[config.mk]
export PLATFORM = sky130hd
export DESIGN_NAME = lineFillBuffer
export DESIGN_NICKNAME = d
export VERILOG_FILES = /design/src/cachePkg.sv /design/src/lineFillBuffer.sv
export SDC_FILE = /design/constraint.sdc
export NUM_CORES = 1
export LEC_CHECK = 0
export BUFFER_PORTS_ARGS = -buffer_cell sky130_fd_sc_hd__buf_2
export CAP_MARGIN = 20
export CORE_UTILIZATION = 25
export DETAILED_ROUTE_END_ITERATION = 16
export GPL_TIMING_DRIVEN = 0
export MAX_ROUTING_LAYER = met4
export PLACE_DENSITY = 0.54
export SKIP_CTS_REPAIR_TIMING = 1
export SLEW_MARGIN = 5
export SYNTH_ARGS = -nofsm -noshare
export SYNTH_HDL_FRONTEND = slang
export SYNTH_SLANG_ARGS = --single-unit
[constraint.sdc]
create_clock -name Clk -period 5.2 [get_ports Clk]
set_clock_uncertainty 0.1 [all_clocks]
set_input_delay 1.04 -clock Clk [delete_from_list [all_inputs] [get_ports Clk]]
set_output_delay 1.04 -clock Clk [all_outputs]
set_load 0.02 [all_outputs]
[src/cachePkg.sv]
package cachePkg;

    //////////////////////////////////////////////////
    // Geometry of the direct-mapped cache
    //////////////////////////////////////////////////

    localparam int wordBits   = 32;
    localparam int lineWords  = 8;  // 32 byte lines
    localparam int offsetBits = 3;  // Word within a line
    localparam int indexBits  = 7;  // 128 lines
    localparam int tagBits    = 20;

    typedef logic [wordBits-1:0]           wordT;
    typedef logic [31:0]                   addrT;
    typedef logic [tagBits-1:0]            tagT;
    typedef logic [indexBits-1:0]          indexT;
    typedef logic [offsetBits-1:0]         offsetT;
    typedef logic [lineWords*wordBits-1:0] lineT;

    // Read miss handling
    typedef enum logic [2:0] {
        readIdle,
        readMissDirty,  // Waiting for the critical word with a victim to drain
        readMissClean,
        waitDirty,      // CPU released and refill running in the background
        waitClean,
        fillLine        // Refilled line goes into the array
    } readStateT;

    // Write miss handling
    typedef enum logic [1:0] {
        writeIdle,
        startFetchWb,
        startFetch,
        mergeLine
    } writeStateT;

endpackage

[src/lineFillBuffer.sv]
`timescale 1ns/1ps

module lineFillBuffer (
    input  logic           Clk,
    input  logic           rst,
    input  logic           fillStart,
    input  cachePkg::addrT addr,
    input  cachePkg::wordT wdata,
    input  logic           mergeStore,
    input  logic           grant,
    input  logic           memValid,
    input  cachePkg::wordT memRdata,
    output logic           memReq,
    output cachePkg::addrT memAddr,
    output logic           firstWord,
    output cachePkg::wordT firstData,
    output logic           fillDone,
    output cachePkg::lineT fillLine,
    output logic           lineDirty
);

    logic busy;
    logic wordIn;
    cachePkg::offsetT critOff;
    cachePkg::offsetT count;       // Words received so far
    cachePkg::offsetT curOff;
    cachePkg::wordT   storeData;
    logic [cachePkg::tagBits+cachePkg::indexBits-1:0] lineBase;

    assign wordIn = busy && grant && memValid;
    assign curOff = critOff + count;  // Wraps round the line
    assign memReq = busy;
    assign memAddr = {lineBase, curOff, 2'b00};

    assign firstWord = wordIn && (count == '0);
    assign firstData = memRdata;
    assign fillDone = wordIn && (count == '1);

    always_ff @(posedge Clk) begin
        if (rst) begin
            busy <= 1'b0;
            count <= '0;
            lineDirty <= 1'b0;
        end else if (fillStart) begin
            busy <= 1'b1;
            count <= '0;
            lineDirty <= mergeStore;
        end else if (wordIn) begin
            count <= count + cachePkg::offsetT'(1);
            if (count == '1)
                busy <= 1'b0;
        end
    end

    always_ff @(posedge Clk) begin
        if (fillStart) begin
            lineBase <= addr[31 -: cachePkg::tagBits + cachePkg::indexBits];
            critOff <= addr[2 +: cachePkg::offsetBits];
            storeData <= wdata;
        end
        // Store word replaces the critical word on a write miss
        if (wordIn) begin
            if (lineDirty && (count == '0))
                fillLine[curOff*cachePkg::wordBits +: cachePkg::wordBits] <= storeData;
            else
                fillLine[curOff*cachePkg::wordBits +: cachePkg::wordBits] <= memRdata;
        end
    end

endmodule

# Word-level counts from Yosys, hierarchy flattened
# Index checks and enable logic that the tools add are counted.
[classes]
eq_ne = 1
shifts = 3
n_addsub = 3
mux = 6
n_reduce_logical = 10
[op_table]
columns = ["op", "n"]
rows = [
  ["256-bit bitwise mux", 2],
  ["32-bit by 34-bit indexed part select with 256-bit output", 2],
  ["256-bit two-way mux", 1],
  ["32-bit by 34-bit variable shift with 256-bit output (first input constant)", 1],
  ["8-bit negator with 34-bit output", 1],
  ["1-bit logical AND", 5],
  ["2-bit nonzero test", 2],
  ["3-bit by 1-bit adder with 3-bit output (second input constant)", 1],
  ["3-bit adder", 1],
  ["3-bit equality test (second input constant)", 1],
  ["3-bit zero test", 1],
  ["1-bit two-way mux", 3],
  ["2-bit AND reduction", 1],
  ["2-bit OR reduction", 1],
]
[totals]
regBits = 323
inputBits = 102
wordCells = 30

# Longest topological paths before layout
[depth]
depth_word = 5
ltp_mapped = 11

# Worst setup path after synthesis
# No wires, ideal clock.
[synth_timing]
path_kind = "flip-flop to flip-flop"
startpoint = "register, netlist name count[0]"
endpoint = "register fillLine[224] (enable)"
stages_incl_launch_ff = 11
t_arrival_ns = 3.667
period_less_slack_ns = 4.188
slack_ns = 1.012
cell_sequence = "dfxtp_1 -> ha_1 -> inv_1 -> fa_1 -> xnor3_2 -> inv_1 -> ha_1 -> nor2_1 -> o211ai_1 -> clkbuf_1 -> nor2_1"
[synth_rtl]
columns = ["item", "line_no", "source"]
rows = [
  ["to (signal, indexed assignment)", "lineFillBuffer.sv:64", "fillLine[curOff*cachePkg::wordBits +: cachePkg::wordBits] <= storeData;"],
  ["to (signal, indexed assignment)", "lineFillBuffer.sv:66", "fillLine[curOff*cachePkg::wordBits +: cachePkg::wordBits] <= memRdata;"],
  ["to (decl)", "lineFillBuffer.sv:18", "output cachePkg::lineT fillLine,"],
]

==> reports/metrics.cfg <==
[cells_and_area]
seqCellArea_sq_um = 9649
antenna_cells = 0
drive_above_1_share_pct = 45.32
num-nets-final = 1322
syn_to_final_growth_pct = 38.36
multi_input_area_sq_um = 1678
fillers = 4558
finish.instance_area_sq_um = 16230
finalCoreUtilization_pct = 34.94

[timing]
hold_slack_ps = 414.7
report.final.slew_viol_count = 0
hold_violations = 0
rsz0062_at_grt = no
maxSlewHeadroom_pct = 22.35
min_period_ps = 4146
tightest_slew_ps = 1132
fmax_mhz = 241.2
finalCritPeriodShare_pct = 79.73
setup_viol = 0

[routing]
antenna_left = 0
drtIter0Drc = 357
avgViaCountPerCell = 4.098
drt_first_pass_iters = 4
drt_wl_total_mm = 36.87
routedWlPerCell_microns = 19.98
vias = 7560
drc_errors = 0

[floorplanning]
start_util_pct = 25.25
die_h_microns = 218.6
num_rows = 79
core-area_sq_um = 46460
die_area_sq_um = 47790
die_w_microns = 218.6
ios = 426

[placed_design]
gp_congestion = 0.7551
portBuffers = 421
post-dp-hpwl_mm = 26.89
placed_cell_area_sq_um = 14960

[synth]
synthCells = 729
ys_ff_latch = 323
ys_types = 26
yosysSeqAreaShare_pct = 82.25
avgSynthCellArea_sq_um = 16.09
netlist_area_sq_um = 11730
yosys_warnings = 0

[status]
run_status = complete, no violations

[clock_tree]
clockBufferDepth = 3
cts_max_level = 2
root_buffer = clkbuf_16
insertion_delay_ps = 540
cts.clk_slew.worst_paths_ps = 60
cts_sinks = 323
cts_tree = built
cts_buffers = 37

[min_path]
holdCritPathClass = flop to flop
min_path_cells = 2

[flow_run]
maxCapViolCount = 0

[global_routing]
antenna_found_initial = 0
grt_usage_pct = 15.47
grt_max_degree = 51
overflow = 0
grt_pass1_vias = 7446
grt_first_pass_wirelength_mm = 50.72

[setup_path]
critPathLaunchType = flop
path_cells = ha_1, inv_1, fa_1, xnor3_2, inv_1, ha_1, inv_1, o2111ai_1, buf_6, clkbuf_1, nor2_4, buf_12
end_kind = flop
critPathMaxStageDelay_ps = 510
path_max_fanout = 20
ff2ff_path_depth = 12
cp_top_family = buffers and inverters
critPathArrivalTime_ps = 4270
worstPathRequired_ps = 5330
path_buf_inv = 6
critPathSlowestCell = nor2_4
path_class = flop to flop
crit_cells = 12
cp_common_cell = inv_1

[pwr]
irDropWorstVdd_mv = 0.2504
power_density_nw_per_um2 = 379.7
leakagePower_nw = 5.833

[cells in the mapped netlist (all sizes together)]
cell	n	area share (%)
a21oi	1	0.043
xnor2	1	0.075
fa	1	0.17
edfxtp	318	81
nand3b	1	0.064
nand2	1	0.032
inv	12	0.38
clkbuf	14	0.45
o2111ai	6	0.45
nor3b	1	0.064
conb	1	0.032
ha	6	0.64
mux2i	35	3.0
o211ai	1	0.064
xnor3	1	0.20
o21ai	1	0.043
nor2	268	8.6
nor3	3	0.13
dfxtp	5	0.85
or4b	1	0.12
nand3	1	0.043
buf	50	3.2
[flip-flops by register name, summed over array words and instances (netlist names)]
name / cells
storeData: 32
fillLine: 256
lineBase: 27
count: 3
critOff: 3
lineDirty: 1
memReq: 1
[worst reg2reg max path, cell delays in order, from the launching register on]
cell and delay [ps]:
dfxtp_1 370, ha_1 160, inv_1 50, fa_1 370, xnor3_2 450, inv_1 70
ha_1 370, inv_1 100, o2111ai_1 420, buf_6 310, clkbuf_1 280, nor2_4 510
buf_12 260
[stage by stage]
stage               worst slack, ps  power, mW  instances  TNS (ps)
floorplan                      1012      3.262        730         0
global placement              -1358      3.484       1758   -236070
detailed placement            957.7      3.517       1777         0
CTS                           953.4      6.243       1841         0
global route                  746.8      6.354       1845         0
finish                         1054      6.163       1845         0
[per-layer routing]
layer  routed length [microns]  part of all wire, %  track usage (%)
met1                     15720                   43            19.30
met2                     17620                   48            24.47
met3                      2790                  7.6            4.509
met4                       741                  2.0            3.939
met5                         0                    0                -
[kinds of logic (layout without fill, tap and decap cells)]
kind of cell / count (synthesis) / count (layout) / synth area share, %
xor+xnor: 2 / 2 / 0.2773
simple gates: 276 / 276 / 9.044
buf+inv: 76 / 584 / 3.999
other cells: 1 / 2 / 0.03197
compound gates: 9 / 9 / 0.5972
flops: 323 / 323 / 82.25
mux: 35 / 35 / 2.986
fa+ha+maj: 7 / 7 / 0.8106
[final cells by class]
class / instances / share of cell area [%]
Clock buffer: 43 / 5.843
Clock inverter: 21 / 1.819
Sequential cell: 323 / 59.45
Tap cell: 607 / 4.679
Buffer: 64 / 2.613
Multi-Input combinational cell: 331 / 10.34
Timing Repair Buffer: 444 / 14.98
Inverter: 12 / 0.2775
[final timing paths]
path | from | slack [ps] | endpoint
worst max-delay path | count[0] | 1050 | fillLine[160]
worst min-delay path | memReq | 410 | memReq
worst max register to register | count[0] | 1050 | fillLine[160]
worst min register to register | memReq | 410 | memReq
[layout by cell type, fill, tap and decap left out, drive strengths merged]
cell type    n
buf        494
ha           6
clkinvlp     4
o2111ai      6
nand3        1
dfxtp        5
or4b         1
xnor2        1
inv         12
mux2i       35
conb         2
nor2       268
nand3b       1
a21oi        1
o211ai       1
nand2        1
edfxtp     318
clkbuf      57
xnor3        1
fa           1
nor3b        1
bufinv       7
o21ai        1
clkinv      10
nor3         3
[report_power, final]
group	internal, mW	switching, mW	total [mW]
sequential	2.93	0.0161	2.94
clock	1.66	1.06	2.71
combinational	0.159	0.348	0.506
(Power assumes the default switching activity.)
