File: src/cachePkg.sv
package cachePkg;

    //////////////////////////////////////////////////
    // Geometry of the direct-mapped cache
    //////////////////////////////////////////////////

    localparam int wordBits   = 32;
    localparam int lineWords  = 8;  // 32 byte lines
    localparam int offsetBits = 3;  // Word within a line
    localparam int indexBits  = 7;  // 128 lines
    localparam int tagBits    = 20;

    typedef logic [wordBits-1:0]           wordT;
    typedef logic [31:0]                   addrT;
    typedef logic [tagBits-1:0]            tagT;
    typedef logic [indexBits-1:0]          indexT;
    typedef logic [offsetBits-1:0]         offsetT;
    typedef logic [lineWords*wordBits-1:0] lineT;

    // Read miss handling
    typedef enum logic [2:0] {
        readIdle,
        readMissDirty,  // Waiting for the critical word with a victim to drain
        readMissClean,
        waitDirty,      // CPU released and refill running in the background
        waitClean,
        fillLine        // Refilled line goes into the array
    } readStateT;

    // Write miss handling
    typedef enum logic [1:0] {
        writeIdle,
        startFetchWb,
        startFetch,
        mergeLine
    } writeStateT;

endpackage

File: src/memArbiter.sv
`timescale 1ns/1ps

module memArbiter (
    input  logic           Clk,
    input  logic           rst,
    input  logic           fillReq,
    input  cachePkg::addrT fillAddr,
    input  logic           wbReq,
    input  cachePkg::addrT wbAddr,
    input  cachePkg::wordT wbWdata,
    input  logic           memValid,
    output logic           fillGrant,
    output logic           wbGrant,
    output logic           memReq,
    output logic           memWe,
    output cachePkg::addrT memAddr,
    output cachePkg::wordT memWdata
);

    logic locked;    // Word transaction in flight
    logic lockFill;

    always_comb begin
        if (locked) begin
            fillGrant = lockFill;
            wbGrant = !lockFill;
        end else begin
            fillGrant = fillReq;             // Fill side wins
            wbGrant = !fillReq && wbReq;
        end
    end

    assign memReq = (fillGrant && fillReq) || (wbGrant && wbReq);
    assign memWe = wbGrant;
    assign memAddr = wbGrant ? wbAddr : fillAddr;
    assign memWdata = wbWdata;

    // Grant held from request until memValid
    always_ff @(posedge Clk) begin
        if (rst) begin
            locked <= 1'b0;
            lockFill <= 1'b0;
        end else if (locked) begin
            if (memValid)
                locked <= 1'b0;
        end else if (memReq) begin
            locked <= 1'b1;
            lockFill <= fillGrant;
        end
    end

endmodule

File: config.mk
export PLATFORM = sky130hd
export DESIGN_NAME = memArbiter
export DESIGN_NICKNAME = d
export VERILOG_FILES = /design/src/cachePkg.sv /design/src/memArbiter.sv
export SDC_FILE = /design/constraint.sdc
export NUM_CORES = 1
export LEC_CHECK = 0
export BUFFER_PORTS_ARGS = -buffer_cell sky130_fd_sc_hd__buf_4
export CORE_AREA = 2 2 66 68
export DETAILED_ROUTE_END_ITERATION = 16
export DIE_AREA = 0 0 68 70
export PLACE_DENSITY = 0.73
export SETUP_SLACK_MARGIN = 0.2
export SLEW_MARGIN = 20
export SYNTH_ARGS = -nofsm -noshare
export SYNTH_HDL_FRONTEND = slang
export SYNTH_SLANG_ARGS = --single-unit
File: constraint.sdc
create_clock -name Clk -period 1.2 [get_ports Clk]
set_input_delay 0.06 -clock Clk [delete_from_list [all_inputs] [get_ports Clk]]
set_output_delay 0.06 -clock Clk [all_outputs]
set_load 0.05 [all_outputs]
Word level (Yosys, flattened, before mapping)
Cells that the tools add are included.
{ "word_totals": {"regBits": 2, "in_bits": 101, "out_inout_bits": 68, "elab_cells": 16} }
{ "classes": {"mux": 6, "bitwise_logic": 1, "reduce_logical": 7} }
{ "op_table": {"columns": ["operator", "count"], "rows": [
  ["32-bit two-way mux", 1],
  ["1-bit two-way mux", 5],
  ["1-bit logical AND", 3],
  ["1-bit zero test", 2],
  ["2-bit AND reduction", 1],
  ["1-bit logical OR", 1],
  ["1-bit inverter", 1]
]} }

Longest topological paths before layout
Gate-level depths: netlist (run 1).
{ "depth": {"word_depth": 7, "depth_mapped": 5, "mapped_depth_nobuf": 3} }

Worst setup path before layout (run 1)
Ideal clock, no wire load.
{ "synth_timing": {"path_kind": "register to output", "start": "register locked", "end": "output port memAddr[22]", "t_arrival_ns": 1.473, "required_time_ns": 1.140, "slack_ns": -0.333, "path_stages_with_launch": 5, "n_path_buf": 2, "path_cell_list": "dfxtp_1 -> buf_4 -> o31ai_4 -> buf_6 -> mux2_2"} }
{ "synth_via": {"elab_chain_cells": 2} }
{ "synth_rtl": {"columns": ["item", "line_no", "source"], "rows": [
  ["from (decl)", "memArbiter.sv:20", "logic locked;"],
  ["from (signal assigned)", "memArbiter.sv:41", "locked <= 1'b0;"],
  ["from (signal assigned)", "memArbiter.sv:45", "locked <= 1'b0;"],
  ["from (signal assigned)", "memArbiter.sv:47", "locked <= 1'b1;"],
  ["1-bit two-way mux", "memArbiter.sv:24", "if (locked) begin"],
  ["net memWe", "memArbiter.sv:15", "output logic memWe,"],
  ["32-bit two-way mux", "memArbiter.sv:35", "assign memAddr = wbGrant ? wbAddr : fillAddr;"],
  ["to (decl)", "memArbiter.sv:16", "output cachePkg::addrT memAddr,"]
]} }
The timed path passes the listed nets, and every way through them passes these cells.

Worst setup path in the final report (run 1)
{ "layout_timing": {"start": "register locked", "end": "output port memAddr[13]"} }
{ "layout_via": {"elab_chain_cells": 2} }
{ "layout_rtl": {"columns": ["item", "line_no"], "rows": [
  ["1-bit two-way mux", "memArbiter.sv:24"],
  ["32-bit two-way mux", "memArbiter.sv:35"]
]} }
Every way passes these cells.

==> run_results.csv, run 1 <==
group,metric,value,unit
final_layout,area_growth,146,%
setup_path,worstReg2RegEnd,"lockFill$_SDFFE_PP0P_",
routing,met1_length,917,um
setup_path,cp-start-kind,"flop",
routing,met3_length,439,um
die,die_x,68,um
routing,top_layer,"met4",
placed_design,place_congestion,0.698,
logic_synthesis,post_synth_num_cell_types,14,
power_and_ir_drop,p_per_area,983,mW/mm^2
setup_path,required,1140,ps
routing,wl_per_cell,14.8,um
routing,dr.pass1.iters,4,
die,die_h,70,um
logic_synthesis,synth_top_family_by_area,"multiplexers",
global_routing,grt_start_max_net_pins,9,
placed_design,hpwl,2300,um
final_layout,final_common_cell,"buf_4",
hold_path,hold_depth,2,
logic_synthesis,mappedNetlistNets,185,
routing,drtIter0Drc,4,
clock_network,cts_hold_buf,0,
sta,hold_ws,20.9,ps
sta,post-route-period-util,139,%
sta,clock-skew-final,0.490,ps
sta,setup_viol,35,
sta,hold_viol,0,
clock_network,cts.sinks,2,
placed_design,dp.cells,209,
clock_network,htreeDepth,1,
routing,vias,923,
global_routing,track_usage,11.7,%
logic_synthesis,synth-adder-area-share,0,%
routing,wl_met2,1830,um
sta,tightest_slew,229,ps
clock_network,cts.clk_slew.worst_paths,30,ps
setup_path,reg2reg_from,"locked$_SDFF_PP0_",
logic_synthesis,synth_seq_cells,2,
setup_path,cp_max_fo,6,
hold_path,holdPathEnd,"lockFill$_SDFFE_PP0P_",
sta,rsz0062_at_grt,"yes",
global_routing,grt_pass1_wl,4280,um
clock_network,clockRootBuffer,"clkbuf_8",
die,io_pins,169,
power_and_ir_drop,irDropWorstVdd,244,uV
routing,finalWirelength,3250,um
sta,fin_ws,-467,ps
setup_path,crit_type,"flop to primary output",
run_status,failed_checks,"setup timing",
final_layout,final_net_count,271,
logic_synthesis,syn_inst,84,
global_routing,antenna_found_initial,0,
final_layout,final_cells,220,
clock_network,cts_max_path_buffers,2,
setup_path,worst-r2r-setup-slack,360,ps
routing,viasPerCell,4.20,
sta,fin_crit,1670,ps
global_routing,grt_pass1_vias,941,
routing,drc,0,
clock_network,cts_tree,"built",
clock_network,cts_buffers,3,
final_layout,diodes,0,
logic_synthesis,synth-xor-area-share,0,%
die,rows,24,
clock_network,clk_latency,200,ps
routing,antenna_left,0,
logic_synthesis,ys_warn_count,0,
logic_synthesis,syn_area,773,um^2
power_and_ir_drop,p_leak,0.993,nW
logic_synthesis,yosys-mux-area-fraction,46.6,%
die,initial_core_util,18.7,%
placed_design,portBuffers,104,
sta,slew_violations,0,
hold_path,hold_class,"input pin to flop",
final_layout,mostFrequentLayoutCells,"buf_4 (73), mux2_4 (32), buf_6 (30)",
sta,fmax,600,MHz
run_status,status,"finished, violations left",
die,coreArea,0.00414,mm^2
sta,finalSetupTns,-13670,ps
final_layout,utilization,45.8,%
global_routing,grt_overflow_total,0,
logic_synthesis,synthSimpleGateAreaFrac,4.05,%
hold_path,hold_start,"rst",
logic_synthesis,synth-compound-area-share,6.31,%
placed_design,postPlaceCellArea,0.00150,mm^2
logic_synthesis,postSynthAreaPerCell,9.21,um^2
final_layout,layout-drive-gt1-share,95.2,%
final_layout,postLayoutCellArea,0.00190,mm^2
flow_run,drv_cap,0,
setup_path,reg2reg_depth,3,
sta,relSlewSlack,84.7,%
logic_synthesis,synth-seq-area-share,5.18,%
setup_path,critPathArrivalTime,1610,ps
die,die_area,0.00476,mm^2
setup_path,cp-end-kind,"primary output",
==> kinds of logic after synthesis <==
| group | after synthesis |
|---|---|
| AO/OA/AOI/OAI | 6 |
| buffers and inverters | 38 |
| flip-flops | 2 |
| multiplexers | 32 |
| AND/OR/NAND/NOR | 6 |
==> worst max-delay path: stages, from the launching register on <==
cell,delay [ps]
dfxtp_4,350
o31ai_4,220
buf_6,160
buf_12,100
buf_16,110
mux2_4,300
buf_6,150
==> synthesized netlist by cell type <==
master     n  share of area (%)
mux2_2    32                 47
buf_6      3                4.4
a21oi_1    3                1.9
o21ai_0    1               0.65
o31ai_4    1                2.8
nor3_1     1               0.65
nand2b_2   1                1.1
inv_1      1               0.48
dfxtp_1    2                5.2
nand2_1    2               0.97
buf_4     34                 33
a211oi_1   1               0.97
nor2_1     1               0.48
nand2b_1   1               0.81
==> registers in the layout (all words and copies together), names as in the netlist <==
register  flops
locked        1
lockFill      1
==> power by group <==
group	total [mW]	switching [mW]	leakage (nW)	internal [mW]
logic	1.53	0.759	0.954	0.771
clock network	0.258	0.0468	0.0216	0.212
registers	0.0788	0.00618	0.0172	0.0727
==> cell type report <==
class / instances / area, um^2
clock buffer: 3 / 41.3
inverter: 1 / 3.75
tap: 52 / 65.1
sequential: 2 / 43.8
fill: 373 / 2240
timing repair buffer: 118 / 1160
multi-input combinational: 44 / 582
==> repair_timing <==
item	4_1_cts	5_1_grt
cloned	3	0
pin swaps	2	1
buffers inserted	4	1
resized for setup	56	8
endpoints found under the setup margin	36	36
==> per-layer routing <==
layer / vias to the layer above / track usage (%)
li1: 425 / -
met1: 418 / 9.70
met2: 70 / 24.5
met3: 10 / 2.74
met4: 0 / 4.67
met5: - / 0
==> worst max-delay path by stage <==
stage | startpoint | to | slack (ps)
detailed placement | locked$_SDFF_PP0_ | memAddr[0] | -310
global route | locked$_SDFF_PP0_ | memAddr[26] | -520
CTS | locked$_SDFF_PP0_ | memAddr[28] | -470
global placement | locked$_SDFF_PP0_ | memAddr[0] | -290
floorplan | locked$_SDFF_PP0_ | memAddr[22] | -300
finish | locked$_SDFF_PP0_ | memAddr[13] | -470
==> through the flow <==
stage	worst slack (ps)	total power, mW
final	-467	1.87
after global routing	-520	1.94
after CTS	-471	1.84
after detailed placement	-315	1.30
after global placement	-294	1.29
after floorplan	-299	1.21
(Power assumes the default switching activity.)
==> run 2, diff against run 1 <==
CAP_MARGIN = 20   (was not set)
PLACE_DENSITY = 0.7   (was 0.73)
RECOVER_POWER = 50   (was not set)
clock period = 2 ns   (was 1.2 ns; I/O delays follow)
==> run 2 against run 1 <==
- first-iteration DRC count rose to 2.8 times the previous value
- the run now ends clean
- sequential power down 38%
- clock power down 39%
- worst setup slack better by 680 ps
- global-route usage down 3.7 points
- largest power group unchanged
- combinational power down 57%
==> run_results.csv, run 2 (synthesized netlist as in run 1, its figures left out) <==
group,metric,value,unit
run_status,status,"finished, final reports clean",
setup_path,reg2reg_depth,2,
routing,drc,0,
sta,fmax,561,MHz
routing,viasPerCell,3.97,
sta,clock-skew-final,2.65,ps
setup_path,reg2reg_from,"locked$_SDFF_PP0_",
routing,drtIter0Drc,11,
sta,slew_violations,0,
setup_path,worstReg2RegEnd,"lockFill$_SDFFE_PP0P_",
routing,wl_per_cell,11.8,um
die,coreArea,0.00414,mm^2
flow_run,drv_cap,0,
sta,hold_ws,57.8,ps
placed_design,place_congestion,0.711,
final_layout,reg_top3,"lockFill: 1 flops, locked: 1 flops",
sta,rsz0062_at_grt,"no",
sta,relSlewSlack,61.0,%
global_routing,grt_pass1_vias,720,
clock_network,clk_latency,210,ps
placed_design,portBuffers,104,
sta,fin_crit,1780,ps
global_routing,antenna_found_initial,0,
sta,tightest_slew,587,ps
clock_network,cts_tree,"built",
die,rows,24,
final_layout,utilization,33.5,%
clock_network,cts_buffers,3,
routing,vias,822,
clock_network,htreeDepth,1,
setup_path,startpoint,"locked$_SDFF_PP0_",
final_layout,mostFrequentLayoutCells,"buf_4 (103), mux2_2 (32), a21oi_1 (3), clkbuf_8 (3)",
setup_path,cp-start-kind,"flop",
power_and_ir_drop,p_leak,0.696,nW
setup_path,crit_end,"memAddr[14]",
clock_network,cts_max_path_buffers,2,
global_routing,grt_overflow_total,0,
setup_path,worst-r2r-setup-slack,1160,ps
routing,dr.pass1.iters,3,
die,io_pins,169,
placed_design,dp.cells,204,
clock_network,cts.sinks,2,
die,die_area,0.00476,mm^2
clock_network,cts_hold_buf,0,
final_layout,final_common_cell,"buf_4",
final_layout,final_net_count,258,
routing,antenna_left,0,
final_layout,layout-drive-gt1-share,91.0,%
setup_path,required,1900,ps
setup_path,cp_max_fo,34,
clock_network,clockRootBuffer,"clkbuf_8",
die,die_h,70,um
global_routing,grt_start_max_net_pins,35,
hold_path,hold_start,"rst",
clock_network,cts.clk_slew.worst_paths,30,ps
routing,finalWirelength,2440,um
setup_path,critPathArrivalTime,1680,ps
power_and_ir_drop,irDropWorstVdd,141,uV
placed_design,hpwl,2050,um
sta,post-route-period-util,89.2,%
power_and_ir_drop,p_per_area,623,mW/mm^2
sta,setup_viol,0,
setup_path,cp-end-kind,"primary output",
sta,finalSetupTns,0,ps
final_layout,final_cells,207,
final_layout,diodes,0,
sta,hold_viol,0,
hold_path,hold_class,"input pin to flop",
die,die_x,68,um
final_layout,area_growth,79.4,%
global_routing,track_usage,8.00,%
setup_path,crit_type,"flop to primary output",
global_routing,grt_pass1_wl,3020,um
die,initial_core_util,18.7,%
==> run 2: cell count changes in the layout (fill, tap and decap cells not counted), moves of 2 or more <==
| cell | previous run | this run |
|---|---|---|
| mux2_4 | 32 | 0 |
| buf_12 | 3 | 1 |
| buf_8 | 9 | 0 |
| buf_4 | 73 | 103 |
| buf_6 | 30 | 0 |
| mux2_2 | 0 | 32 |
| buf_16 | 3 | 0 |
| nand2b_4 | 2 | 0 |
| nand2_1 | 0 | 2 |
| nand2_2 | 2 | 0 |
==> run 2: worst min path at each step <==
stage	endpoint	slack (ps)	depth (start not counted)
3_5_place_dp	memWdata[10]	200	0
4_1_cts	lockFill$_SDFFE_PP0P_	50	2
2_1_floorplan	lockFill$_SDFFE_PP0P_	170	1
5_1_grt	lockFill$_SDFFE_PP0P_	60	2
3_3_place_gp	memWdata[10]	200	0
6_report	lockFill$_SDFFE_PP0P_	60	2
==> run 2: stage by stage <==
stage                     setup slack, ps  cell area (um^2)  total power, mW
final                                 216              1390            0.865
after global routing                  139              1390            0.904
after CTS                             210              1390            0.875
after detailed placement              430              1350            0.714
after global placement                435              1350            0.712
after floorplan                       427               773            0.664
==> run 2: worst max-delay path: stages (launching register included) <==
cell and delay (ps):
dfxtp_1 480, nand2b_2 110, o31ai_4 70, buf_12 240
mux2_2 370, buf_4 190
==> run 2: what timing repair did <==
| item | 4_1_cts | 5_1_grt |
|---|---|---|
| buffers inserted | 0 | 0 |
| setup endpoints to repair | 0 | 32 |
| gates resized for setup | 0 | 1 |
| endpoints found under the hold margin | 0 | 0 |
==> run 2: cell type report <==
| type | count | area, um^2 |
|---|---|---|
| multi-input combinational | 44 | 440 |
| sequential | 2 | 40.0 |
| tap | 52 | 65.1 |
| inverter | 1 | 3.75 |
| fill | 438 | 2760 |
| clock buffer | 3 | 41.3 |
| timing repair buffer | 105 | 797 |
==> run 2: layer usage <==
layer / part of all wire, % / global-route usage [%] / vias up
li1: - / - / 402
met1: 28 / 6.35 / 352
met2: 51 / 15.1 / 62
met3: 20 / 4.03 / 6
met4: 0.94 / 4.00 / 0
met5: 0 / 0 / -
==> run 2: report_power, final <==
part / total [mW] / internal [mW] / switching [mW]
Combinational: 0.659 / 0.270 / 0.389
Clock: 0.157 / 0.127 / 0.0298
Sequential: 0.0491 / 0.0436 / 0.00542
Total: 0.865 / 0.441 / 0.424
