`src/cachePkg.sv`:
```
package cachePkg;

    //////////////////////////////////////////////////
    // Geometry of the direct-mapped cache
    //////////////////////////////////////////////////

    localparam int wordBits   = 32;
    localparam int lineWords  = 8;  // 32 byte lines
    localparam int offsetBits = 3;  // Word within a line
    localparam int indexBits  = 7;  // 128 lines
    localparam int tagBits    = 20;

    typedef logic [wordBits-1:0]           wordT;
    typedef logic [31:0]                   addrT;
    typedef logic [tagBits-1:0]            tagT;
    typedef logic [indexBits-1:0]          indexT;
    typedef logic [offsetBits-1:0]         offsetT;
    typedef logic [lineWords*wordBits-1:0] lineT;

    // Read miss handling
    typedef enum logic [2:0] {
        readIdle,
        readMissDirty,  // Waiting for the critical word with a victim to drain
        readMissClean,
        waitDirty,      // CPU released and refill running in the background
        waitClean,
        fillLine        // Refilled line goes into the array
    } readStateT;

    // Write miss handling
    typedef enum logic [1:0] {
        writeIdle,
        startFetchWb,
        startFetch,
        mergeLine
    } writeStateT;

endpackage

```
`src/cacheControl.sv`:
```
`timescale 1ns/1ps

module cacheControl (
    input  logic           Clk,
    input  logic           rst,
    input  logic           en,
    input  logic           rw,            // High for a store
    input  cachePkg::addrT addr,
    input  logic           hit,
    input  logic           victimDirty,
    input  logic           firstWord,
    input  logic           fillDone,
    input  logic           wbDone,
    output logic           stall,
    output logic           fillStart,
    output logic           wbStart,
    output logic           wordWrite,
    output logic           lineWrite,
    output logic           mergeStore,
    output logic           readFromFill
);

    cachePkg::readStateT  readState;
    cachePkg::writeStateT writeState;
    cachePkg::indexT      idx;
    cachePkg::indexT      fillIndex;     // Line owned by the fill buffer
    logic fillBusy;
    logic wbBusy;
    logic fillClear;
    logic wbClear;
    logic missStart;
    logic missPhase;
    logic sameLine;
    logic readStall;
    logic writeStall;

    assign idx = addr[cachePkg::offsetBits + 2 +: cachePkg::indexBits];
    assign sameLine = (idx == fillIndex);

    // Buffer finished now or earlier
    assign fillClear = fillDone || !fillBusy;
    assign wbClear = wbDone || !wbBusy;

    assign missPhase = (readState == cachePkg::readMissDirty) ||
                       (readState == cachePkg::readMissClean);

    assign missStart = en && !hit && (readState == cachePkg::readIdle) &&
                       (writeState == cachePkg::writeIdle);

    //////////////////////////////////////////////////
    // Stall and strobes
    //////////////////////////////////////////////////

    always_comb begin
        case (readState)
            cachePkg::readIdle:      readStall = (writeState == cachePkg::writeIdle) && !hit;
            cachePkg::readMissDirty,
            cachePkg::readMissClean: readStall = !firstWord;
            // Hits to other lines go ahead during the refill
            cachePkg::waitDirty,
            cachePkg::waitClean:     readStall = !hit || sameLine;
            default:                 readStall = 1'b1;
        endcase
    end

    // Store miss holds the CPU until the merged line is written
    assign writeStall = (writeState != cachePkg::writeIdle) &&
                        (writeState != cachePkg::mergeLine);

    assign stall = en && (readStall || writeStall);

    assign fillStart = missStart;
    assign wbStart = missStart && victimDirty;
    assign mergeStore = missStart && rw;
    assign readFromFill = missPhase && firstWord;   // Critical word bypass
    assign wordWrite = en && rw && hit && !stall;
    assign lineWrite = (readState == cachePkg::fillLine) ||
                       (writeState == cachePkg::mergeLine);

    //////////////////////////////////////////////////
    // Occupancy shared by both machines
    //////////////////////////////////////////////////

    always_ff @(posedge Clk) begin
        if (rst) begin
            fillBusy <= 1'b0;
            wbBusy <= 1'b0;
        end else begin
            if (fillStart)
                fillBusy <= 1'b1;
            else if (fillDone)
                fillBusy <= 1'b0;
            if (wbStart)
                wbBusy <= 1'b1;
            else if (wbDone)
                wbBusy <= 1'b0;
        end
    end

    always_ff @(posedge Clk) begin
        if (fillStart)
            fillIndex <= idx;
    end

    //////////////////////////////////////////////////
    // Read machine
    //////////////////////////////////////////////////

    always_ff @(posedge Clk) begin
        if (rst) begin
            readState <= cachePkg::readIdle;
        end else begin
            case (readState)
                cachePkg::readIdle: begin
                    if (missStart && !rw) begin
                        if (victimDirty)
                            readState <= cachePkg::readMissDirty;
                        else
                            readState <= cachePkg::readMissClean;
                    end
                end
                cachePkg::readMissDirty: begin
                    if (firstWord)
                        readState <= cachePkg::waitDirty;
                end
                cachePkg::readMissClean: begin
                    if (firstWord)
                        readState <= cachePkg::waitClean;
                end
                cachePkg::waitDirty: begin
                    if (fillClear && wbClear)
                        readState <= cachePkg::fillLine;
                end
                cachePkg::waitClean: begin
                    if (fillClear)
                        readState <= cachePkg::fillLine;
                end
                default: readState <= cachePkg::readIdle;
            endcase
        end
    end

    //////////////////////////////////////////////////
    // Write machine
    //////////////////////////////////////////////////

    always_ff @(posedge Clk) begin
        if (rst) begin
            writeState <= cachePkg::writeIdle;
        end else begin
            case (writeState)
                cachePkg::writeIdle: begin
                    if (missStart && rw) begin
                        if (victimDirty)
                            writeState <= cachePkg::startFetchWb;
                        else
                            writeState <= cachePkg::startFetch;
                    end
                end
                cachePkg::startFetchWb: begin
                    if (fillClear && wbClear)
                        writeState <= cachePkg::mergeLine;
                end
                cachePkg::startFetch: begin
                    if (fillClear)
                        writeState <= cachePkg::mergeLine;
                end
                default: writeState <= cachePkg::writeIdle;  // Store completes here
            endcase
        end
    end

endmodule

```
`config.mk`:
```
export PLATFORM = sky130hd
export DESIGN_NAME = cacheControl
export DESIGN_NICKNAME = d
export VERILOG_FILES = /design/src/cachePkg.sv /design/src/cacheControl.sv
export SDC_FILE = /design/constraint.sdc
export NUM_CORES = 1
export LEC_CHECK = 0
export ABC_AREA = 0
export BUFFER_PORTS_ARGS = -buffer_cell sky130_fd_sc_hd__buf_2
export CELL_PAD_IN_SITES_DETAIL_PLACEMENT = 1
export CELL_PAD_IN_SITES_GLOBAL_PLACEMENT = 1
export CORE_UTILIZATION = 23
export CTS_CLUSTER_SIZE = 40
export DETAILED_ROUTE_END_ITERATION = 12
export HOLD_SLACK_MARGIN = 0.02
export PLACE_DENSITY_LB_ADDON = 0.1
export REMOVE_ABC_BUFFERS = 1
export SYNTH_ARGS = -nofsm -noshare
export SYNTH_HDL_FRONTEND = slang
export SYNTH_SLANG_ARGS = --single-unit
```
`constraint.sdc`:
```
create_clock -name Clk -period 2 [get_ports Clk]
set_clock_uncertainty 0.1 [all_clocks]
set_input_delay 0.2 -clock Clk [delete_from_list [all_inputs] [get_ports Clk]]
set_output_delay 0.2 -clock Clk [all_outputs]
set_load 0.01 [all_outputs]
```
### Yosys cells after proc, flatten, opt, wreduce, memory -nomap -nowiden

Index checks and enable logic that the tools add are counted.
W data, S select, Z words.

| word-level totals | value |
|---|---|
| register bits after elaboration | 14 |
| latch bits | 0 |
| memory bits (writable) | 0 |
| bits in read-only memories | 0 |
| input port bits | 41 |
| output and inout bits | 7 |
| word-level logic and storage cells | 75 |
| memories | 0 |

| operators by class | value |
|---|---|
| add/sub/neg operators | 0 |
| multipliers | 0 |
| div/mod/pow operators | 0 |
| order comparisons | 0 |
| equality and inequality tests | 18 |
| shifts and indexed selects | 0 |
| multiplexer cells | 17 |
| bitwise gates (word level) | 0 |
| reductions and logical operators | 35 |

Operator list:

| operator | number |
|---|---|
| $ne A2 B2 Y1 const B | 8 |
| $mux W3 | 5 |
| $pmux W3 S5 | 1 |
| $logic_and A1 B1 Y1 | 14 |
| $mux W2 | 5 |
| $eq A7 B7 Y1 | 1 |
| $eq A3 B2 Y1 const B | 2 |
| $eq A3 B3 Y1 const B | 2 |
| $logic_not A1 Y1 | 6 |
| $logic_or A1 B1 Y1 | 6 |
| $pmux W2 S3 | 1 |
| $reduce_bool A2 Y1 | 3 |
| $reduce_and A5 Y1 | 1 |
| $eq A2 B2 Y1 const B | 2 |
| $mux W1 | 4 |
| $reduce_or A2 Y1 | 2 |
| $eq A3 B1 Y1 const B | 1 |
| $logic_not A3 Y1 | 1 |
| $pmux W1 S3 | 1 |
| $reduce_and A3 Y1 | 1 |
| $eq A2 B1 Y1 const B | 1 |
| $logic_not A2 Y1 | 1 |
| $ne A2 B1 Y1 const B | 1 |

### Depth between registers and ports, before layout

Gate-level depths: netlist of the first run.

| depth | value |
|---|---|
| depth in word-level cells | 7 |
| gate-level depth with buffers | 7 |
| depth with buffers taken out | 7 |

### Least setup slack after synthesis of the first run

Ideal clock, no wire load.

| path | value |
|---|---|
| path type | register to register |
| start point | reg writeState[0] |
| end point | reg wbBusy |
| setup time | 0.115 ns |
| data arrival time | 1.567 ns |
| data required time | 1.785 ns |
| slack | 0.217 ns |
| cell stages (with the launch flop) | 7 |
| buffers on the path | 0 |
| period minus slack after synthesis | 1.783 ns |
| path through | dfxtp_1 inv_1 ha_1 nor2b_1 and4_1 and2_1 o21ba_2 |

| on the way | value |
|---|---|
| word-level cells in the longest chain between the ends | 4 |
| elaborated cells between the ends (all ways) | 5 |
| those cells by class | mux (1); reduce/logical (4) |

Ends and longest elaborated chain:

| item | line | source |
|---|---|---|
| start, declared | cacheControl.sv:24 | `cachePkg::writeStateT writeState;` |
| start signal, assigned | cacheControl.sv:149 | `writeState <= cachePkg::writeIdle;` |
| start signal, assigned | cacheControl.sv:155 | `writeState <= cachePkg::startFetchWb;` |
| start signal, assigned | cacheControl.sv:157 | `writeState <= cachePkg::startFetch;` |
| $logic_not A2 Y1 * | cacheControl.sv:48 | `(writeState == cachePkg::writeIdle);` |
| $logic_and A1 B1 Y1 * | cacheControl.sv:47 | `assign missStart = en && !hit && (readState == cachePkg::readIdle) &&` |
| named net fillStart | cacheControl.sv:15 | `output logic fillStart,` |
| $logic_and A1 B1 Y1 * | cacheControl.sv:73 | `assign wbStart = missStart && victimDirty;` |
| named net wbStart | cacheControl.sv:16 | `output logic wbStart,` |
| $mux W1 / $reduce_bool A2 Y1 (equally long branches) | - |  |
| end signal, assigned | cacheControl.sv:87 | `wbBusy <= 1'b0;` |
| end signal, assigned | cacheControl.sv:94 | `wbBusy <= 1'b1;` |
| end signal, assigned | cacheControl.sv:96 | `wbBusy <= 1'b0;` |
| end, declared | cacheControl.sv:28 | `logic wbBusy;` |

The timed path passes the listed nets; every way through them passes the cells marked *.
A chain may end at the register's enable or synchronous reset.

### Worst setup path in the final report of the first run

| path | value |
|---|---|
| start point | reg fillIndex[5] |
| end point | out stall |

| on the way | value |
|---|---|
| word-level cells in the longest chain between the ends | 5 |

Ends and longest elaborated chain:

| item | line | source |
|---|---|---|
| start, declared | cacheControl.sv:26 | `cachePkg::indexT fillIndex;` |
| start signal, assigned | cacheControl.sv:102 | `fillIndex <= idx;` |
| $eq A7 B7 Y1 | cacheControl.sv:38 | `assign sameLine = (idx == fillIndex);` |
| $logic_or A1 B1 Y1 | cacheControl.sv:61 | `cachePkg::waitClean: readStall = !hit \|\| sameLine;` |
| $pmux W1 S3 | cacheControl.sv:55 | `case (readState)` |
| $logic_or A1 B1 Y1 | cacheControl.sv:70 | `assign stall = en && (readStall \|\| writeStall);` |
| $logic_and A1 B1 Y1 | cacheControl.sv:70 |  |
| end, declared | cacheControl.sv:14 | `output logic stall,` |

No other way between the ends.

==> results.cfg, run 1 <==
[clock_network]
worst_skew_pair.late_latency_ns = 0.28
root_buffer = clkbuf_4
cts_tree = done
cts_sinks = 14
cts_inserted_buffers = 3
cts_htree_levels = 1
clockBufferDepth = 2
clk_pin_slew_worst_paths_ns = 0.10

[timing]
rsz0062_at_grt = true
fmax_mhz = 496
timing.final.ws_setup_ns = -0.0177
hold_viol_final = 0
slew_viol_final = 0
setup_viol = 2
tightest_slew_ns = 0.430
max_slew_margin_pct = 71.0
period_minus_slack_ns = 2.02
final.period_utilization_pct = 101
hold_ws_ns = 0.0589
timing.setup.tns_ns = -0.0241

[power]
internal_power_mw = 0.702
seqPwrFrac_pct = 36.2
p_leak_nw = 0.489
combinationalPowerShare_pct = 44.3
p_switching_mw = 0.392
peakVddDrop_mv = 0.390
clock_power_share_pct = 19.5
pwr_density_cell_mw_per_mm2 = 935
switching_share_pct = 35.8

[synth]
yosysUniqueCellTypes = 32
syn-instance-count = 92
postSynthAreaPerCell_sq_um = 9.15
post-synth-top-area-cell = edfxtp_1
ys.flop_type = edfxtp_1
netlist.area_leader.share_pct = 25.0
ys_seq_area_share_pct = 41.6
ys_seq_elements = 14
synthArstFlopShare_pct = 0
netlist_area_sq_um = 842
synth-edff-count = 7
synth_area_leaders = edfxtp_1 (25%), dfxtp_1 (17%), ha_1 (5.9%)
ys_warn_count = 0

[hold_path]
hp-start = rst
min_path_type = primary input to register
holdPathEnd = writeState[1]
holdPathStages = 2

[cells_and_area]
multi_input_area_sq_um = 464
finish.net_count = 175
syn_to_final_growth_pct = 38.9
utilization_pct = 34.2
diodes = 0
drive_above_1_share_pct = 31.8
nFillCells = 424
seq_area_sq_um = 353

[outcome]
violations = setup timing
status = finished, violations left

[setup_path]
reg2reg_to = writeState[0]
rr_worst_depth = 5
r2r_slack_ns = 0.20
cp_data_arrival_time_ns = 1.72
path_class = register to output pin
startpoint_type = register
r2r_start = readState[0]
worst_setup_path_end_kind = output pin
required_ns = 1.70
crit_path_max_fanout = 2

[detailed_routing]
drc = 0
viasPerCell = 4.53
vias = 792
routed_wl_microns = 2190
first_iter_violations = 16
wl_per_cell_microns = 12.5
drt_pre_antenna_iters = 4
antenna_left = 0

[placed_design]
port_buffers = 22
dp.final_hpwl_microns = 1740
gp_congestion = 0.744

[global_route]
antenna_found_initial = 0
gr-total-overflow = 0
grt_max_degree = 12
grt_pass1_wl_microns = 3690
grt_use_total_pct = 12.0
grt_pass1_vias = 808

[floorplan]
rows = 21
start_util_pct = 24.7
core_sq_mm = 0.00342
die_h_microns = 62.5
fp.dieW_microns = 62.5
die_area_sq_mm = 0.00391
ioPinCount = 48

[run]
drv_cap = 0
## critical path, cell delays in order (launching register included)
cell,delay (ns)
edfxtp_1,0.40
xor2_1,0.18
nor4_2,0.29
nand4_1,0.15
a21oi_1,0.15
o21a_1,0.14
buf_2,0.12
## through the flow
stage	cells	area (sq um)	setup WS [ns]	total power, mW
final	175	1170	-0.0177	1.09
after global routing	175	1170	-0.157	1.19
after CTS	175	1170	-0.0599	1.11
after detailed placement	164	1050	0.182	0.860
after global placement	164	1050	0.194	0.850
after floorplan	89	827	0.217	0.681
## Yosys cell counts, drive strengths merged (2+ instances only)
cell / instances
xor2: 4
xnor2: 4
nand2: 6
a21oi: 8
a22oi: 3
ha: 4
edfxtp: 7
nor2b: 4
inv: 7
and2: 2
buf: 3
or3: 3
nand3: 2
dfxtp: 7
nor3: 2
nor2: 10
## cell usage in the layout, fill, tap and decap left out, types with 2 or more instances in the layout
| cell | n |
|---|---|
| edfxtp_1 | 7 |
| inv_1 | 7 |
| dfxtp_1 | 5 |
| buf_2 | 22 |
| nand2_1 | 6 |
| ha_1 | 4 |
| clkbuf_4 | 3 |
| buf_4 | 7 |
| xor2_1 | 4 |
| xnor2_1 | 4 |
| nand3_1 | 2 |
| and2_1 | 2 |
| or3_1 | 3 |
| a21oi_1 | 8 |
| nor2_1 | 10 |
| dlygate4sd3_1 | 7 |
| a22oi_1 | 3 |
| dfxtp_2 | 2 |
| nor3_1 | 2 |
| nor2b_1 | 4 |
## logic make-up (layout without fill, tap and decap cells)
group | count (synthesis) | in the layout | synth area share, %
fa+ha+maj | 4 | 4 | 5.94
flops | 14 | 14 | 41.6
simple gates | 35 | 35 | 21.7
xor+xnor | 8 | 8 | 8.32
compound gates | 20 | 20 | 16.3
buf+inv | 10 | 47 | 4.90
mux | 1 | 1 | 1.19
## timing repair
action	CTS	global route
hold endpoints to repair	7	0
pin swaps	6	0
gates cloned	0	0
setup endpoints to repair	5	5
buffers inserted	0	0
hold buffers	7	0
resized for setup	4	1
## layout make-up
type | count | share of cell area (%)
Clock buffer | 4 | 3.10
Timing Repair Buffer | 36 | 19.9
Sequential cell | 14 | 30.2
Multi-Input combinational cell | 68 | 39.7
Inverter | 7 | 2.25
Tap cell | 46 | 4.92
## state kept, by name (all words and copies together) (netlist names)
| name | flops |
|---|---|
| wbBusy | 1 |
| fillBusy | 1 |
| writeState | 2 |
| readState | 3 |
| fillIndex | 7 |
## layer usage
metal	vias to the layer above	GRT usage, %	wire (microns)	share of wire [%]
met2	18	20.1	1050	48
met5	-	0	0	0
li1	403	-	-	-
met4	0	4.36	34	1.6
met1	367	14.9	1010	46
met3	4	2.92	102	4.7
## worst max path at each step
stage | end | cells past startpoint | from
2_1_floorplan | wbBusy | 6 | writeState[0]
3_3_place_gp | stall | 6 | fillIndex[0]
3_5_place_dp | stall | 6 | fillIndex[0]
4_1_cts | stall | 6 | fillIndex[1]
5_1_grt | stall | 6 | fillIndex[1]
6_report | stall | 6 | fillIndex[5]
## power by group through the flow
stage	Sequential (mW)	Combinational (mW)	Clock, mW
2_1_floorplan	0.400	0.282	0
3_3_place_gp	0.395	0.455	0
3_5_place_dp	0.398	0.462	0
4_1_cts	0.396	0.491	0.225
5_1_grt	0.403	0.540	0.243
6_report	0.396	0.484	0.214
Power figures use the tool's default switching activity.
==> inputs of run 2 (changes only) <==
--- a/config.mk
+++ b/config.mk
@@ -6,12 +6,12 @@
 export NUM_CORES = 1
 export LEC_CHECK = 0
 export ABC_AREA = 0
-export BUFFER_PORTS_ARGS = -buffer_cell sky130_fd_sc_hd__buf_2
 export CELL_PAD_IN_SITES_DETAIL_PLACEMENT = 1
 export CELL_PAD_IN_SITES_GLOBAL_PLACEMENT = 1
 export CORE_UTILIZATION = 23
 export CTS_CLUSTER_SIZE = 40
 export DETAILED_ROUTE_END_ITERATION = 12
+export DONT_BUFFER_PORTS = 1
 export HOLD_SLACK_MARGIN = 0.02
 export PLACE_DENSITY_LB_ADDON = 0.1
 export REMOVE_ABC_BUFFERS = 1
==> run 2 against run 1 <==
Compared with the run above:
- the run now ends clean
- critical path type unchanged
- sequential power is 2% higher
- combinational power is 8.3% lower
- first-iteration DRC count is 110% higher
- count of clock-buffer cells in the layout is 1 lower
- global-route usage is 0.73 points higher
==> results.cfg, run 2 (same netlist as run 1, synthesis figures left out) <==
[outcome]
status = finished clean

[cells_and_area]
nFillCells = 407
finish.net_count = 153
drive_above_1_share_pct = 17.8
reg_top3 = fillIndex: 7 flops, readState: 3 flops, writeState: 2 flops
multi_input_area_sq_um = 470
layout_common_cells = nor2_1 (10), a21oi_1 (8), dlygate4sd3_1 (8)
seq_area_sq_um = 355
finalInstanceArea_sq_mm = 0.00106
largest_reg_flops = 7
syn_to_final_growth_pct = 26.4
layout_commonest_cell = nor2_1
diodes = 0
top_register = fillIndex

[placed_design]
gp_congestion = 0.733
port_buffers = 0
place_area_sq_um = 930
dp.final_hpwl_microns = 1630

[detailed_routing]
vias = 724
wl_per_cell_microns = 14.2
routed_wl_microns = 2180
drt_pre_antenna_iters = 4
antenna_left = 0
drc = 0
viasPerCell = 4.73
first_iter_violations = 34

[setup_path]
startpoint_type = register
r2r_start = readState[0]
required_ns = 1.70
path_class = register to output pin
cp_slowest_cell = dfxtp_4
cp_data_arrival_time_ns = 1.66
r2r_slack_ns = 0.18
worst_setup_path_end_kind = output pin
cp_cell_sequence = inv_1, ha_1, nor2b_2, a22oi_1, o221ai_2, o21a_1
reg2reg_to = writeState[0]
rr_worst_depth = 5
crit_path_max_fanout = 4
slowest_delay_ns = 0.37

[clock_network]
cts_htree_levels = 1
clockBufferDepth = 2
postCtsSetupRepairBufs = 0
cts_inserted_buffers = 3
worst_skew_pair.late_latency_ns = 0.28
cts_tree = done
cts_sinks = 14
clk_pin_slew_worst_paths_ns = 0.09
root_buffer = clkbuf_4

[power]
pwr_density_cell_mw_per_mm2 = 955
seqPwrFrac_pct = 39.6
p_leak_nw = 0.392
switching_share_pct = 36.7
peakVddDrop_mv = 0.325
p_switching_mw = 0.373
combinationalPowerShare_pct = 43.7
clock_power_share_pct = 16.8
internal_power_mw = 0.644

[floorplan]
core_sq_mm = 0.00342
fp.dieW_microns = 62.5
start_util_pct = 24.7
die_h_microns = 62.5
die_area_sq_mm = 0.00391
rows = 21
ioPinCount = 48

[global_route]
grt_pass1_wl_microns = 3860
grt_use_total_pct = 12.8
antenna_found_initial = 0
gr-total-overflow = 0
grt_max_degree = 12
grt_pass1_vias = 812

[hold_path]
holdPathStages = 3
holdPathEnd = fillBusy
hp-start = fillDone
min_path_type = primary input to register

[run]
drv_cap = 0

[timing]
setup_viol = 0
hold_ws_ns = 0.0624
final.period_utilization_pct = 97.8
period_minus_slack_ns = 1.96
slew_viol_final = 0
hold_viol_final = 0
tightest_slew_ns = 0.488
timing.setup.tns_ns = 0
rsz0062_at_grt = true
max_slew_margin_pct = 67.0
fmax_mhz = 511
-- run 2: cell types whose count changed in the layout (fill, tap and decap cells not counted) --
cell | before | now
and2_1 | 2 | 0
and2_4 | 0 | 2
and4_1 | 0 | 1
and4_2 | 1 | 0
buf_2 | 22 | 0
buf_4 | 7 | 5
buf_6 | 0 | 1
clkbuf_8 | 1 | 0
clkinv_1 | 0 | 1
dfxtp_2 | 2 | 1
dfxtp_4 | 0 | 1
dlygate4sd3_1 | 7 | 8
nor2b_1 | 4 | 3
nor2b_2 | 0 | 1
-- run 2: through the flow --
step	utilization, %	cells	worst slack [ns]	power (mW)
detailed placement	27.2	141	0.165	0.807
global route	31.2	153	-0.0926	1.11
global placement	27.2	141	0.190	0.802
CTS	30.7	153	0.0126	1.01
floorplan	-	89	0.217	0.681
finish	31.2	153	0.0445	1.02
-- run 2: layout make-up --
| type | instances | share of cell area [%] |
|---|---|---|
| clock buffers | 3 | 2.12 |
| clock inverters | 1 | 0.353 |
| inverters | 7 | 2.47 |
| multi-input cells | 68 | 44.2 |
| flip-flops and latches | 14 | 33.4 |
| well taps | 46 | 5.41 |
| repair buffers | 14 | 12.1 |
-- run 2: how the worst max path moves through the flow --
stage / startpoint / to / slack [ns] / depth (start not counted)
floorplan: writeState[0] / wbBusy / 0.22 / 6
global placement: writeState[0] / wbBusy / 0.19 / 7
detailed placement: writeState[0] / wbBusy / 0.16 / 7
CTS: writeState[0] / stall / 0.01 / 6
global route: writeState[0] / stall / -0.09 / 6
finish: writeState[0] / stall / 0.04 / 6
-- run 2: layer usage --
metal	GRT usage (%)	up-vias	wire length, microns
li1	-	355	-
met1	15.3	348	953
met2	21.1	19	1070
met3	4.93	2	135
met4	3.49	0	23
met5	0	-	0
-- run 2: power groups by stage --
stage / sequential, mW / clock (mW) / combinational (mW)
4_1_cts: 0.398 / 0.186 / 0.430
6_report: 0.402 / 0.171 / 0.444
3_5_place_dp: 0.402 / 0 / 0.405
2_1_floorplan: 0.400 / 0 / 0.282
3_3_place_gp: 0.401 / 0 / 0.402
5_1_grt: 0.412 / 0.196 / 0.506
-- run 2: what timing repair did --
| item | 4_1_cts | 5_1_grt |
|---|---|---|
| hold endpoints to repair | 14 | 0 |
| endpoints found under the setup margin | 4 | 5 |
| hold buffers | 8 | 0 |
| resized for setup | 4 | 5 |
| pin swaps | 1 | 4 |
-- run 2: worst max-delay path, delay by kind of cell, from the launching register on --
kind	cells	cell delay (ns)
simple gates	1	0.16
buf+inv	1	0.06
flops	1	0.37
compound gates	3	0.57
fa+ha+maj	1	0.20
==> inputs of run 3 (changes only) <==
--- a/config.mk
+++ b/config.mk
@@ -8,7 +8,7 @@
 export ABC_AREA = 0
 export CELL_PAD_IN_SITES_DETAIL_PLACEMENT = 1
 export CELL_PAD_IN_SITES_GLOBAL_PLACEMENT = 1
-export CORE_UTILIZATION = 23
+export CORE_UTILIZATION = 36
 export CTS_CLUSTER_SIZE = 40
 export DETAILED_ROUTE_END_ITERATION = 12
 export DONT_BUFFER_PORTS = 1
==> run 3 against run 2 <==
Compared with the run above:
- critical path depth is 1 lower
- critical endpoint unchanged
- core utilization is 16 points higher
- global-route usage is 4.7 points higher
- largest cell class unchanged
- hold slack better by 0.0070 ns
- critical path type unchanged
- die area is 35% lower
- cell count is 11% lower
- count of clock-buffer cells in the layout is 1 higher
- wire length is 11% lower
==> results.cfg, run 3 (same netlist as run 1, synthesis figures left out) <==
[timing]
final.period_utilization_pct = 97.2
setup_viol = 0
timing.setup.tns_ns = 0
max_slew_margin_pct = 71.6
hold_ws_ns = 0.0694
tightest_slew_ns = 0.420
hold_viol_final = 0
slew_viol_final = 0
fmax_mhz = 514
rsz0062_at_grt = true
period_minus_slack_ns = 1.94

[detailed_routing]
routed_wl_microns = 1930
viasPerCell = 5.30
first_iter_violations = 12
drc = 0
antenna_left = 0
vias = 721
drt_pre_antenna_iters = 4
wl_per_cell_microns = 14.2

[global_route]
grt_max_degree = 10
grt_pass1_vias = 784
gr-total-overflow = 0
grt_use_total_pct = 17.4
grt_pass1_wl_microns = 3220
antenna_found_initial = 0

[clock_network]
clockBufferDepth = 2
clk_pin_slew_worst_paths_ns = 0.08
cts_tree = done
root_buffer = clkbuf_4
cts_sinks = 14
postCtsSetupRepairBufs = 0
cts_inserted_buffers = 3
cts_htree_levels = 1
worst_skew_pair.late_latency_ns = 0.28

[cells_and_area]
multi_input_area_sq_um = 459
syn_to_final_growth_pct = 23.6
reg_top3 = fillIndex: 7 flops, readState: 3 flops, writeState: 2 flops
nFillCells = 265
drive_above_1_share_pct = 15.7
layout_commonest_cell = nor2_1
largest_reg_flops = 7
fin_cells = 136
finish.net_count = 154
top_register = fillIndex
diodes = 0
finalInstanceArea_sq_mm = 0.00104
seq_area_sq_um = 352
layout_common_cells = nor2_1 (10), a21oi_1 (8), dlygate4sd3_1 (8)

[setup_path]
cp_cell_sequence = xor2_1, nor4_2, nand4_1, a21oi_1, o21a_1
path_class = register to output pin
worst_setup_path_end_kind = output pin
cp_data_arrival_time_ns = 1.64
required_ns = 1.70
startpoint_type = register
crit_path_max_fanout = 2
cp_slowest_cell = edfxtp_1
slowest_delay_ns = 0.39

[run]
drv_cap = 0

[hold_path]
min_path_type = primary input to register

[power]
clock_power_share_pct = 20.1
p_leak_nw = 0.396
p_switching_mw = 0.356
seqPwrFrac_pct = 38.8
peakVddDrop_mv = 0.472
pwr_density_cell_mw_per_mm2 = 987
combinationalPowerShare_pct = 41.1
switching_share_pct = 34.6
internal_power_mw = 0.672
fin_total_pwr_mw = 1.03

[floorplan]
rows = 17
fp.dieW_microns = 50.4
die_area_sq_mm = 0.00254
core_sq_mm = 0.00221
start_util_pct = 38.1
ioPinCount = 48
die_h_microns = 50.4

[placed_design]
gp_congestion = 0.663
dpl.cell_count = 124
port_buffers = 0
dp.final_hpwl_microns = 1470
place_area_sq_um = 915

[outcome]
status = finished clean
## run 3: metal layers
metal | GRT usage [%] | part of all wire [%] | up-vias
li1 | - | - | 359
met1 | 18.9 | 44 | 346
met2 | 31.8 | 51 | 14
met3 | 3.64 | 4.4 | 2
met4 | 8.33 | 0.83 | 0
met5 | 0 | 0 | -
## run 3: power by group through the flow
stage               registers, mW  logic [mW]  clock network [mW]
global route                0.406       0.480               0.228
CTS                         0.399       0.427               0.215
global placement            0.402       0.396                   0
detailed placement          0.405       0.402                   0
finish                      0.398       0.422               0.207
floorplan                   0.400       0.282                   0
## run 3: path summary, 6_finish.rpt
check	start	to	slack [ns]	cells after the start
max	fillIndex[5]	stall	0.06	5
min	fillDone	fillBusy	0.07	3
max reg2reg	readState[0]	writeState[0]	0.22	5
min reg2reg	writeState[0]	writeState[0]	0.38	2
## run 3: area by class of cell
cell class,instances,share of cell area [%]
clock buffers,4,3.49
multi-input cells,68,44.1
repair buffers,15,12.7
inverters,7,2.52
well taps,28,3.37
flip-flops and latches,14,33.8
## run 3: timing repair
action                     4_1_cts  5_1_grt
hold endpoints to repair        14        0
hold buffers                     8        0
pin swaps                        3        0
setup endpoints to repair        5        5
gates resized for setup          3        1
## run 3: per-stage QoR
step / utilization (%) / worst slack (ns)
2_1_floorplan: - / 0.217
3_3_place_gp: 41.3 / 0.212
3_5_place_dp: 41.3 / 0.181
4_1_cts: 47.0 / 0.00307
5_1_grt: 47.1 / -0.0852
6_report: 47.1 / 0.0560
## run 3: worst max-delay path, delay by kind of cell (launching register included)
family / cells / cell delay [ns]
DFF: 1 / 0.39
AOI/OAI and AO/OA: 2 / 0.34
xor gates and xnor gates: 1 / 0.18
and+or+nand+nor: 2 / 0.46
